File: config.mk
export PLATFORM = sky130hd
export DESIGN_NAME = cpuCore
export DESIGN_NICKNAME = d
export VERILOG_FILES = /design/src/rtl/busPkg.sv /design/src/rtl/isaPkg.sv /design/src/rtl/regFile.sv /design/src/rtl/insnDecoder.sv /design/src/rtl/alu.sv /design/src/rtl/cpuCore.sv
export VERILOG_INCLUDE_DIRS = /design/src /design/src/rtl
export SDC_FILE = /design/constraint.sdc
export NUM_CORES = 2
export LEC_CHECK = 0
export BUFFER_PORTS_ARGS = -buffer_cell sky130_fd_sc_hd__buf_4
export CAP_MARGIN = 20
export CORE_MARGIN = 2
export CORE_UTILIZATION = 45
export DETAILED_ROUTE_END_ITERATION = 8
export HOLD_SLACK_MARGIN = 0.1
export MAX_ROUTING_LAYER = met4
export PLACE_DENSITY = 0.68
export SLEW_MARGIN = 20
export SYNTH_ARGS = -nofsm -noshare
export SYNTH_HDL_FRONTEND = slang
export SYNTH_HIERARCHICAL = 1
export SYNTH_SLANG_ARGS = --single-unit
File: constraint.sdc
create_clock -name clk -period 13.15 [get_ports clk]
set_input_delay 2.63 -clock clk [delete_from_list [all_inputs] [get_ports clk]]
set_output_delay 2.63 -clock clk [all_outputs]
set_load 0.01 [all_outputs]
File: src/rtl/cpu_consts.svh
`ifndef CPU_CONSTS_SVH
`define CPU_CONSTS_SVH

// Address of the first instruction fetched after reset
`define RESET_VECTOR 32'h0000_0000

// An "or" into register 0, which has no effect
`define INSN_NOOP 32'h0000_0000

// Instruction memory holds 2**IMEM_ADDR_BITS words
`define IMEM_ADDR_BITS 8

`endif

File: src/rtl/busPkg.sv
`default_nettype none

package busPkg;

    // One data word on the memory buses
    typedef logic [31:0] word_t;

    // Word address, not byte address
    typedef logic [31:0] addr_t;

endpackage

`default_nettype wire

File: src/rtl/isaPkg.sv
`default_nettype none

package isaPkg;

    typedef logic [3:0] regIndex_t;

    localparam regIndex_t regZero = 4'd0;     // Always reads zero
    localparam regIndex_t regPc   = 4'd15;    // Reads next instruction address

    // Bit positions inside an instruction word
    localparam int formBit  = 30;
    localparam int storeBit = 29;
    localparam int derefBit = 28;
    localparam int zLsb     = 24;
    localparam int xLsb     = 20;
    localparam int yLsb     = 16;
    localparam int opLsb    = 12;
    localparam int immLsb   = 0;
    localparam int immWidth = 12;

    typedef enum logic [3:0] {
        opOr     = 4'd0,  opAnd    = 4'd1,  opAdd   = 4'd2,  opMul    = 4'd3,
        opRsvd4  = 4'd4,  opShl    = 4'd5,  opLt    = 4'd6,  opEq     = 4'd7,
        opGt     = 4'd8,  opAndNot = 4'd9,  opXor   = 4'd10, opSub    = 4'd11,
        opXnor   = 4'd12, opShr    = 4'd13, opNe    = 4'd14, opRsvd15 = 4'd15
    } aluOp_t;

endpackage

`default_nettype wire

File: src/rtl/regFile.sv
`default_nettype none
`timescale 1ns/1ps

module regFile (
    input  logic             clk,
    input  logic             en,
    input  logic             writeEnable,
    input  isaPkg::regIndex_t indexX,
    input  isaPkg::regIndex_t indexY,
    input  isaPkg::regIndex_t indexZ,
    input  busPkg::word_t    writeData,
    input  busPkg::word_t    nextPc,
    output busPkg::word_t    valueX,
    output busPkg::word_t    valueY,
    output busPkg::word_t    valueZ
);

    busPkg::word_t regs [1:14];    // Only the general-purpose entries

    function automatic busPkg::word_t readReg(input isaPkg::regIndex_t index);
        busPkg::word_t value;
        if (index == isaPkg::regZero)
            value = '0;
        else if (index == isaPkg::regPc)
            value = nextPc;
        else
            value = regs[index];
        return value;
    endfunction

    assign valueX = readReg(indexX);
    assign valueY = readReg(indexY);
    assign valueZ = readReg(indexZ);

    always_ff @(posedge clk) begin
        if (en && writeEnable && indexZ != isaPkg::regZero && indexZ != isaPkg::regPc) begin
            regs[indexZ] <= writeData;
        end
    end

endmodule

`default_nettype wire

File: src/rtl/insnDecoder.sv
`default_nettype none
`timescale 1ns/1ps

module insnDecoder (
    input  busPkg::word_t     insn,
    output isaPkg::regIndex_t indexZ,
    output isaPkg::regIndex_t indexX,
    output isaPkg::regIndex_t indexY,
    output isaPkg::aluOp_t    op,
    output busPkg::word_t     imm,
    output logic              immForm,
    output logic              storing,
    output logic              deref,
    output logic              branch,
    output logic              illegal
);

    logic [isaPkg::immWidth-1:0] immField;

    assign immForm = insn[isaPkg::formBit];     // 1: immediate is the right operand
    assign storing = insn[isaPkg::storeBit];
    assign deref   = insn[isaPkg::derefBit];
    assign indexZ  = insn[isaPkg::zLsb +: 4];
    assign indexX  = insn[isaPkg::xLsb +: 4];
    assign indexY  = insn[isaPkg::yLsb +: 4];
    assign op      = isaPkg::aluOp_t'(insn[isaPkg::opLsb +: 4]);

    assign immField = insn[isaPkg::immLsb +: isaPkg::immWidth];
    assign imm      = {{(32 - isaPkg::immWidth){immField[isaPkg::immWidth-1]}}, immField};

    // Writing the next-address register redirects the fetch
    assign branch  = (indexZ == isaPkg::regPc) && !storing;
    assign illegal = &insn;

endmodule

`default_nettype wire

File: src/rtl/alu.sv
`default_nettype none
`timescale 1ns/1ps

module alu (
    input  logic           clk,
    input  logic           en,
    input  isaPkg::aluOp_t op,
    input  busPkg::word_t  x,
    input  busPkg::word_t  y,
    input  busPkg::word_t  addend,
    output busPkg::word_t  result
);

    logic signed [31:0] sx;
    logic signed [31:0] sy;
    logic [4:0]         shamt;
    busPkg::word_t      opValue;

    assign sx    = x;
    assign sy    = y;
    assign shamt = y[4:0];    // Shift by 0..31 only

    always_comb begin
        case (op)
            isaPkg::opOr:     opValue = x | y;
            isaPkg::opAnd:    opValue = x & y;
            isaPkg::opAdd:    opValue = x + y;
            isaPkg::opMul:    opValue = x * y;          // Low half of the product
            isaPkg::opShl:    opValue = x << shamt;
            isaPkg::opLt:     opValue = {32{sx < sy}};
            isaPkg::opEq:     opValue = {32{x == y}};
            isaPkg::opGt:     opValue = {32{sx > sy}};
            isaPkg::opAndNot: opValue = x & ~y;
            isaPkg::opXor:    opValue = x ^ y;
            isaPkg::opSub:    opValue = x - y;
            isaPkg::opXnor:   opValue = x ^~ y;
            isaPkg::opShr:    opValue = x >> shamt;     // Logical, zero fill
            isaPkg::opNe:     opValue = {32{x != y}};
            isaPkg::opRsvd4,
            isaPkg::opRsvd15: opValue = '0;
            default:          opValue = '0;
        endcase
    end

    always_ff @(posedge clk) begin
        if (en) begin
            result <= opValue + addend;
        end
    end

endmodule

`default_nettype wire

File: src/rtl/cpuCore.sv
`default_nettype none
`timescale 1ns/1ps
`include "cpu_consts.svh"

module cpuCore (
    input  logic          clk,
    input  logic          reset_n,
    input  logic          haltReq,
    output logic          halted,
    output busPkg::addr_t insnAddr,
    input  busPkg::word_t insnData,
    output logic          memStrobe,
    output logic          memWrite,
    output busPkg::word_t memAddr,
    output busPkg::word_t memWdata,
    input  busPkg::word_t memRdata
);

    logic [3:0]        phase;        // One-hot, all zero when idle
    logic [3:0]        phaseNext;
    busPkg::word_t     insn;
    busPkg::addr_t     nextPc;
    busPkg::addr_t     targetAddr;
    busPkg::word_t     commitData;

    isaPkg::regIndex_t indexZ, indexX, indexY;
    isaPkg::aluOp_t    op;
    busPkg::word_t     imm;
    logic              immForm, storing, deref, branch, illegal, loading;
    busPkg::word_t     valueX, valueY, valueZ;
    busPkg::word_t     aluY, aluAddend, aluResult, rhs;

    always_comb begin
        phaseNext = {phase[2:0], 1'b0};
        if (phase == 4'b0000)
            phaseNext = (haltReq || halted) ? 4'b0000 : 4'b0001;  // Wait out a pause
        else if (phase[1] && illegal)
            phaseNext = 4'b0000;                                  // Stop for good
        else if (phase[3])
            phaseNext = haltReq ? 4'b0000 : 4'b0001;
    end

    always_ff @(posedge clk) begin
        if (!reset_n) begin
            phase    <= 4'b0000;    // First cycle out of reset is idle
            halted   <= 1'b0;
            insn     <= `INSN_NOOP;
            insnAddr <= `RESET_VECTOR;
            nextPc   <= `RESET_VECTOR + 1;
        end else begin
            phase <= phaseNext;
            if (phase[0])
                insn <= insnData;    // Fetch
            if (phase[1] && illegal)
                halted <= 1'b1;
            if (phase[2]) begin
                insnAddr <= targetAddr;
                nextPc   <= targetAddr + 1;
            end
        end
    end

    // Load data must be held past the strobe cycle
    always_ff @(posedge clk) begin
        if (phase[2])
            commitData <= rhs;
    end

    insnDecoder u_decoder (
        .insn    (insn),    .indexZ  (indexZ),  .indexX  (indexX),
        .indexY  (indexY),  .op      (op),      .imm     (imm),
        .immForm (immForm), .storing (storing), .deref   (deref),
        .branch  (branch),  .illegal (illegal)
    );

    assign aluY      = immForm ? imm    : valueY;
    assign aluAddend = immForm ? valueY : imm;

    alu u_alu (
        .clk    (clk),  .en     (phase[1]),  .op     (op),
        .x      (valueX), .y    (aluY),      .addend (aluAddend),
        .result (aluResult)
    );

    assign loading    = deref && !storing;
    assign memStrobe  = phase[2] && (storing || loading);
    assign memWrite   = phase[2] && storing;
    assign memAddr    = deref ? aluResult : valueZ;
    assign memWdata   = deref ? valueZ    : aluResult;
    assign rhs        = deref ? memRdata  : aluResult;
    assign targetAddr = branch ? rhs : nextPc;

    regFile u_regs (
        .clk       (clk),        .en          (phase[3]), .writeEnable (!storing),
        .indexX    (indexX),     .indexY      (indexY),   .indexZ      (indexZ),
        .writeData (commitData), .nextPc      (nextPc),
        .valueX    (valueX),     .valueY      (valueY),   .valueZ      (valueZ)
    );

endmodule

`default_nettype wire

# Word level (Yosys, flattened, before mapping)
# Memories as Yosys holds them, arrays and structs flattened. A register that Yosys moved wholly into a read port is not among the register bits.
# Index checks and enable logic that the tools add are counted.
# totals
output_inout_bits	99
memories	1
in_bits	67
mem_bits_rw	448
wordCells	89
ff_bits	165
# op_classes
reduce_logical	19
n_shift	2
n_lt_le_gt_ge	2
bitwise	6
n_mul	1
muxes	26
n_addsub	4
eq_ne	21
# mem_list
name	words	word_bits	rd	rd_clocked_by_memory_dff	wr	line_no	text
u_regs.regs	14	32	3	3	1	regFile.sv:18	busPkg::word_t regs [1:14];
# ops
cell	count
one-hot mux 32 bit (15 select lines)	1
two-way mux 32 bit	12
adder 32 bit	2
bitwise AND 32 bit	2
== test 4 bit, second input constant	11
two-way mux 4 bit	9
adder 32 x 1 -> 32 bit, second input constant	1
== test 32 bit	1
> comparator 32 bit	1
< comparator 32 bit	1
multiplier 32 x 32 -> 32 bit	1
!= test 32 bit	1
inverter 32 bit	1
bitwise OR 32 bit	1
AND reduction 32 bit	1
left shift 32 x 5 -> 32 bit	1
right shift 32 x 5 -> 32 bit	1
subtractor 32 bit	1
bitwise XNOR 32 bit	1
bitwise XOR 32 bit	1
zero test 4 bit	5
== test 4 x 3 -> 1 bit, second input constant	4
== test 4 x 2 -> 1 bit, second input constant	2
logical AND 1 bit	8
other kinds (7)	11

# Longest topological paths before layout
# depth
ltp_word	8
depth_mapped	52
depth_no_buf	42

# Hierarchy
# The synthesis kept the hierarchy.
# by_module_without_submodules
module	seq_area_each_um2	cells_per_inst	area_per_inst_um2	n_inst
regFile	13452.9	1962	26248.9	1
alu	960.9	3325	25853.5	1
cpuCore	2982.9	729	7596.0	1
insnDecoder	0.0	63	455.4	1

# Worst setup path after synthesis
# OpenSTA, ideal clock, no wires.
# synth_timing
path_kind	register -> register
start	register insn[16]
end	register u_alu.result[30] (data pin)
arrival_ns	10.739
slack_ns	2.145
stages_incl_launch_ff	46
path_buffers	11
cell_sequence	dfxtp_1 buf_4 buf_4 buf_6 buf_6 buf_6 mux2_2 a21oi_1 a21oi_1 mux2_2 clkbuf_1 clkinv_1 buf_1 clkbuf_1 clkbuf_1 buf_1 clkbuf_1 nor2_1 [10 not listed] fa_1 ha_1 or3_1 or2_2 a21boi_0 xnor2_1 a2111oi_0 a21oi_1 ha_1 or3_1 o21ai_1 a31oi_1 a211oi_1 nor2_1 o41ai_1 o211ai_1 nand4_1 or3b_1
# synth_via
elab_chain_cells	8
word_cells_on_any_way	23
# synth_rtl
element	line_no	text
start, declared	cpuCore.sv:21	busPkg::word_t insn;
start signal, assigned	cpuCore.sv:47	insn <= `INSN_NOOP;
start signal, assigned	cpuCore.sv:53	insn <= insnData;
== test 4 bit	regFile.sv:24	else if (index == isaPkg::regPc)
two-way mux 32 bit	regFile.sv:24	
two-way mux 32 bit *	regFile.sv:22	if (index == isaPkg::regZero)
via valueY[1]	cpuCore.sv:30	busPkg::word_t valueX, valueY, valueZ;
two-way mux 32 bit *	cpuCore.sv:76	assign aluY = immForm ? imm : valueY;
via aluY[1]	cpuCore.sv:31	busPkg::word_t aluY, aluAddend, aluResult, rhs;
parallel branches: the longest is 2 deep, another holds multiplier 32 x 32 -> 32 bit	n/a	
one-hot mux 32 bit (15 select lines) *	alu.sv:24	case (op)
adder 32 bit *	alu.sv:47	result <= opValue + addend;
end signal, assigned	alu.sv:47	
end, declared	alu.sv:11	output busPkg::word_t result
# Mark *: on every way through the listed nets, which the timed path passes.
# A chain may end at the register's enable or synchronous reset.

# Worst setup path in the final report
# layout_timing
start	register insn[17]
end	register u_alu.result[31] (data pin)
# Same word-level chain as after synthesis.

==> run_results.csv <==
group,metric,value,unit
routing,wl,261000,µm
routing,drtIter0Drc,8794,
yosys,netlist_instances,6079,
cells_and_area,layout_common_cells,"nor2_1, edfxtp_1, inv_1",
timing,fin_setup_tns,0,ns
floorplanning,start_util,0.452,
timing,slew_headroom,0.145,
timing,setup_viol,0,
worst_setup_path,crit_arrival,13.08,ns
floorplanning,io_pins,166,
worst_setup_path,crit_type,"flip-flop to flip-flop",
placed_design,placed_area,62900,µm²
routing,wl_per_cell,33.3,µm
clock_network,clk_latency,0.68,ns
clock_network,post-cts-setup-buffers,0,
worst_setup_path,start_kind,"flip-flop",
cells_and_area,final_area,65000,µm²
yosys,async_flop_share,0,
routing,viasPerCell,6.71,
pwr,power_density,102,nW/µm²
clock_network,post_cts_resize_count,0,
cells_and_area,multi_input_area,38500,µm²
pwr,max-vdd-ir-drop,0.111,mV
clock_network,clock_sinks,613,
global_route,grt.overflow.total,0,
timing,rsz0062_at_grt,"false",
routing,firstDrtPassIters,7,
clock_network,clk_pin_slew,0.07,ns
cells_and_area,area_delta_synth_final,7.97,%
placed_design,portBuffers,165,
worst_setup_path,crit_fanout,45,
floorplanning,die_w,370,µm
yosys,ys_seq_elements,613,
timing,report.final.slew_viol_count,0,
cells_and_area,layout_commonest_cell,"nor2_1",
clock_network,cts_hold_buf,0,
global_route,grt_usage,0.385,
yosys,synth_cell_types,105,
clock_network,cts_tree,"done",
yosys,synth.net_count,6810,
global_route,grt_max_degree,82,
yosys,avgSynthCellArea,9.90,µm²
global_route,grt_pass1_wl,370000,µm
clock_network,cts_root_buf,"clkbuf_16",
clock_network,htree_levels,2,
clock_network,cts_made_buffers,60,
floorplanning,fp-row-count,134,
worst_setup_path,cpMostUsedCell,"fa_1",
placed_design,pre_cts_slack,1.01,ns
timing,hold_violations,0,
cells_and_area,drive_gt1_frac,0.167,
worst_setup_path,critical-path-max-stage-delay,0.73,ns
cells_and_area,final_core_util,0.488,
worst_hold_path,hold_class,"flip-flop to flip-flop",
global_route,grt_pass1_vias,49961,
yosys,yosys_warnings,6,
routing,dr_total_vias,52586,
flow_run,drv_cap,0,
yosys,synthFlopType,"edfxtp_1",
cells_and_area,nets,6726,
yosys,synth_edf_count,512,
placed_design,dpl.hpwl,192000,µm
worst_setup_path,cp_slowest_cell,"dfxtp_4",
yosys,ys_seq_area_frac,0.289,
timing,fin_skew,0.0396,ns
worst_setup_path,crit_path_end_kind,"flip-flop",
pwr,power.total,6.65,mW
floorplanning,core_area,133000,µm²
timing,clock.fmax,0.0789,GHz
floorplanning,die_h,370,µm
timing,finalCritPeriodShare,0.964,
yosys,syn_area,60200,µm²
global_route,antenna_found_initial,17,
cells_and_area,seq_area,17400,µm²
routing,drc,0,
clock_network,clockBufferDepth,3,
floorplanning,dieArea,137000,µm²
timing,tightest_slew,1.27,ns
cells_and_area,fillCellCount,12258,
worst_setup_path,worstPathRequired,13.56,ns
routing,detail-route-antenna-nets,0,
pwr,leakagePower,25.5,nW
timing,setup_ws,0.478,ns
outcome,outcome,"finished clean",
timing,min_period,12.67,ns
placed_design,place_congestion,1.09,
## per-layer routing
layer / vias to the layer above / global-route usage / share of wire
met4: 0 / 0.191 / 0.063
met5: - / - / 0
met1: 26160 / 0.529 / 0.40
li1: 21562 / - / -
met2: 4139 / 0.509 / 0.39
met3: 725 / 0.118 / 0.14
## synthesized netlist by cell type (11+ instances only)
master / count / area (µm²)
nor2_1: 637 / 2390
edfxtp_1: 512 / 15400
inv_1: 503 / 1890
nand2_1: 412 / 1550
fa_1: 411 / 8230
mux2i_1: 364 / 3640
mux2_2: 330 / 3720
clkbuf_1: 312 / 1170
a21oi_1: 291 / 1460
o21ai_0: 287 / 1440
ha_1: 253 / 3170
nand2b_1: 124 / 776
o221ai_1: 107 / 937
dfxtp_1: 101 / 2020
mux4_2: 99 / 2230
xnor2_1: 97 / 850
buf_4: 72 / 541
o211a_1: 71 / 711
a211oi_1: 69 / 518
xor2_1: 65 / 569
a31oi_1: 62 / 388
buf_2: 62 / 310
nor2b_1: 57 / 357
nand3_1: 55 / 275
o22ai_1: 54 / 338
a221oi_1: 49 / 429
nor3_1: 45 / 225
a21o_1: 44 / 330
a221o_1: 41 / 410
buf_1: 34 / 128
buf_6: 33 / 372
o32ai_1: 32 / 280
nand4_1: 29 / 181
o211ai_1: 27 / 203
a22oi_1: 19 / 143
a32oi_1: 18 / 158
or3_1: 18 / 113
o21a_1: 17 / 128
o21bai_1: 17 / 128
and3_1: 16 / 100
o21ai_1: 15 / 75.1
clkinv_1: 14 / 52.6
o31ai_1: 14 / 105
nor4_1: 12 / 75.1
o31a_1: 11 / 96.3
## critical path: cells and delay by family (launching register included)
kind                     cells  cell delay [ns]
adder cells (fa/ha/maj)     10             4.69
AO/OA/AOI/OAI               13             3.53
AND/OR/NAND/NOR              6             1.46
buffers and inverters        5             0.93
flip-flops                   1             0.73
XOR/XNOR                     2             0.66
multiplexers                 1             0.33
## flip-flops by register name, indices dropped and copies added (netlist names)
register	count
nextPc	32
insnAddr	32
u_alu/result	32
phase	4
halted	1
commitData	32
insn	32
u_regs/regs	448
## layout make-up
| class | instances | area share |
|---|---|---|
| Timing Repair Buffer | 369 | 0.0436 |
| Sequential cell | 613 | 0.269 |
| Clock buffer | 81 | 0.0260 |
| Multi-Input combinational cell | 4431 | 0.592 |
| Inverter | 520 | 0.0301 |
| Clock inverter | 33 | 0.00468 |
| Antenna cell | 21 | 0.000809 |
| Tap cell | 1768 | 0.0341 |
## power breakdown
part / internal [mW] / switching [mW] / leakage (nW)
Sequential: 2.12 / 0.0654 / 5.44
Clock: 0.982 / 0.804 / 0.974
Combinational: 0.872 / 1.81 / 19.0
Total: 3.97 / 2.68 / 25.5
## kinds of logic (layout without fill, tap and decap cells)
| logic type | Yosys count | in the layout | synth area share |
|---|---|---|---|
| muxes | 795 | 795 | 0.160 |
| buffers and inverters | 1035 | 1003 | 0.0749 |
| other | 0 | 21 | 0 |
| xor gates and xnor gates | 163 | 163 | 0.0240 |
| DFF | 613 | 613 | 0.289 |
| AOI/OAI and AO/OA | 1331 | 1331 | 0.152 |
| adders and majority gates | 664 | 664 | 0.189 |
| and+or+nand+nor | 1478 | 1478 | 0.110 |
## per-stage QoR
| stage | hold WS [ns] | std cells |
|---|---|---|
| floorplan | 0.461 | 6079 |
| global placement | 0.460 | 7701 |
| detailed placement | 0.461 | 7701 |
| CTS | 0.473 | 7815 |
| global route | 0.505 | 7832 |
| finish | 0.472 | 7836 |
## worst paths after layout
path	endpoint	cells after the start	slack, ns	start
hold reg to reg	insnAddr[27]	2	0.47	insnAddr[27]
setup reg to reg	u_alu/result[31]	37	0.48	insn[17]
setup / recovery	u_alu/result[31]	37	0.48	insn[17]
hold / removal	insnAddr[27]	2	0.47	insnAddr[27]
(Power assumes the default switching activity.)
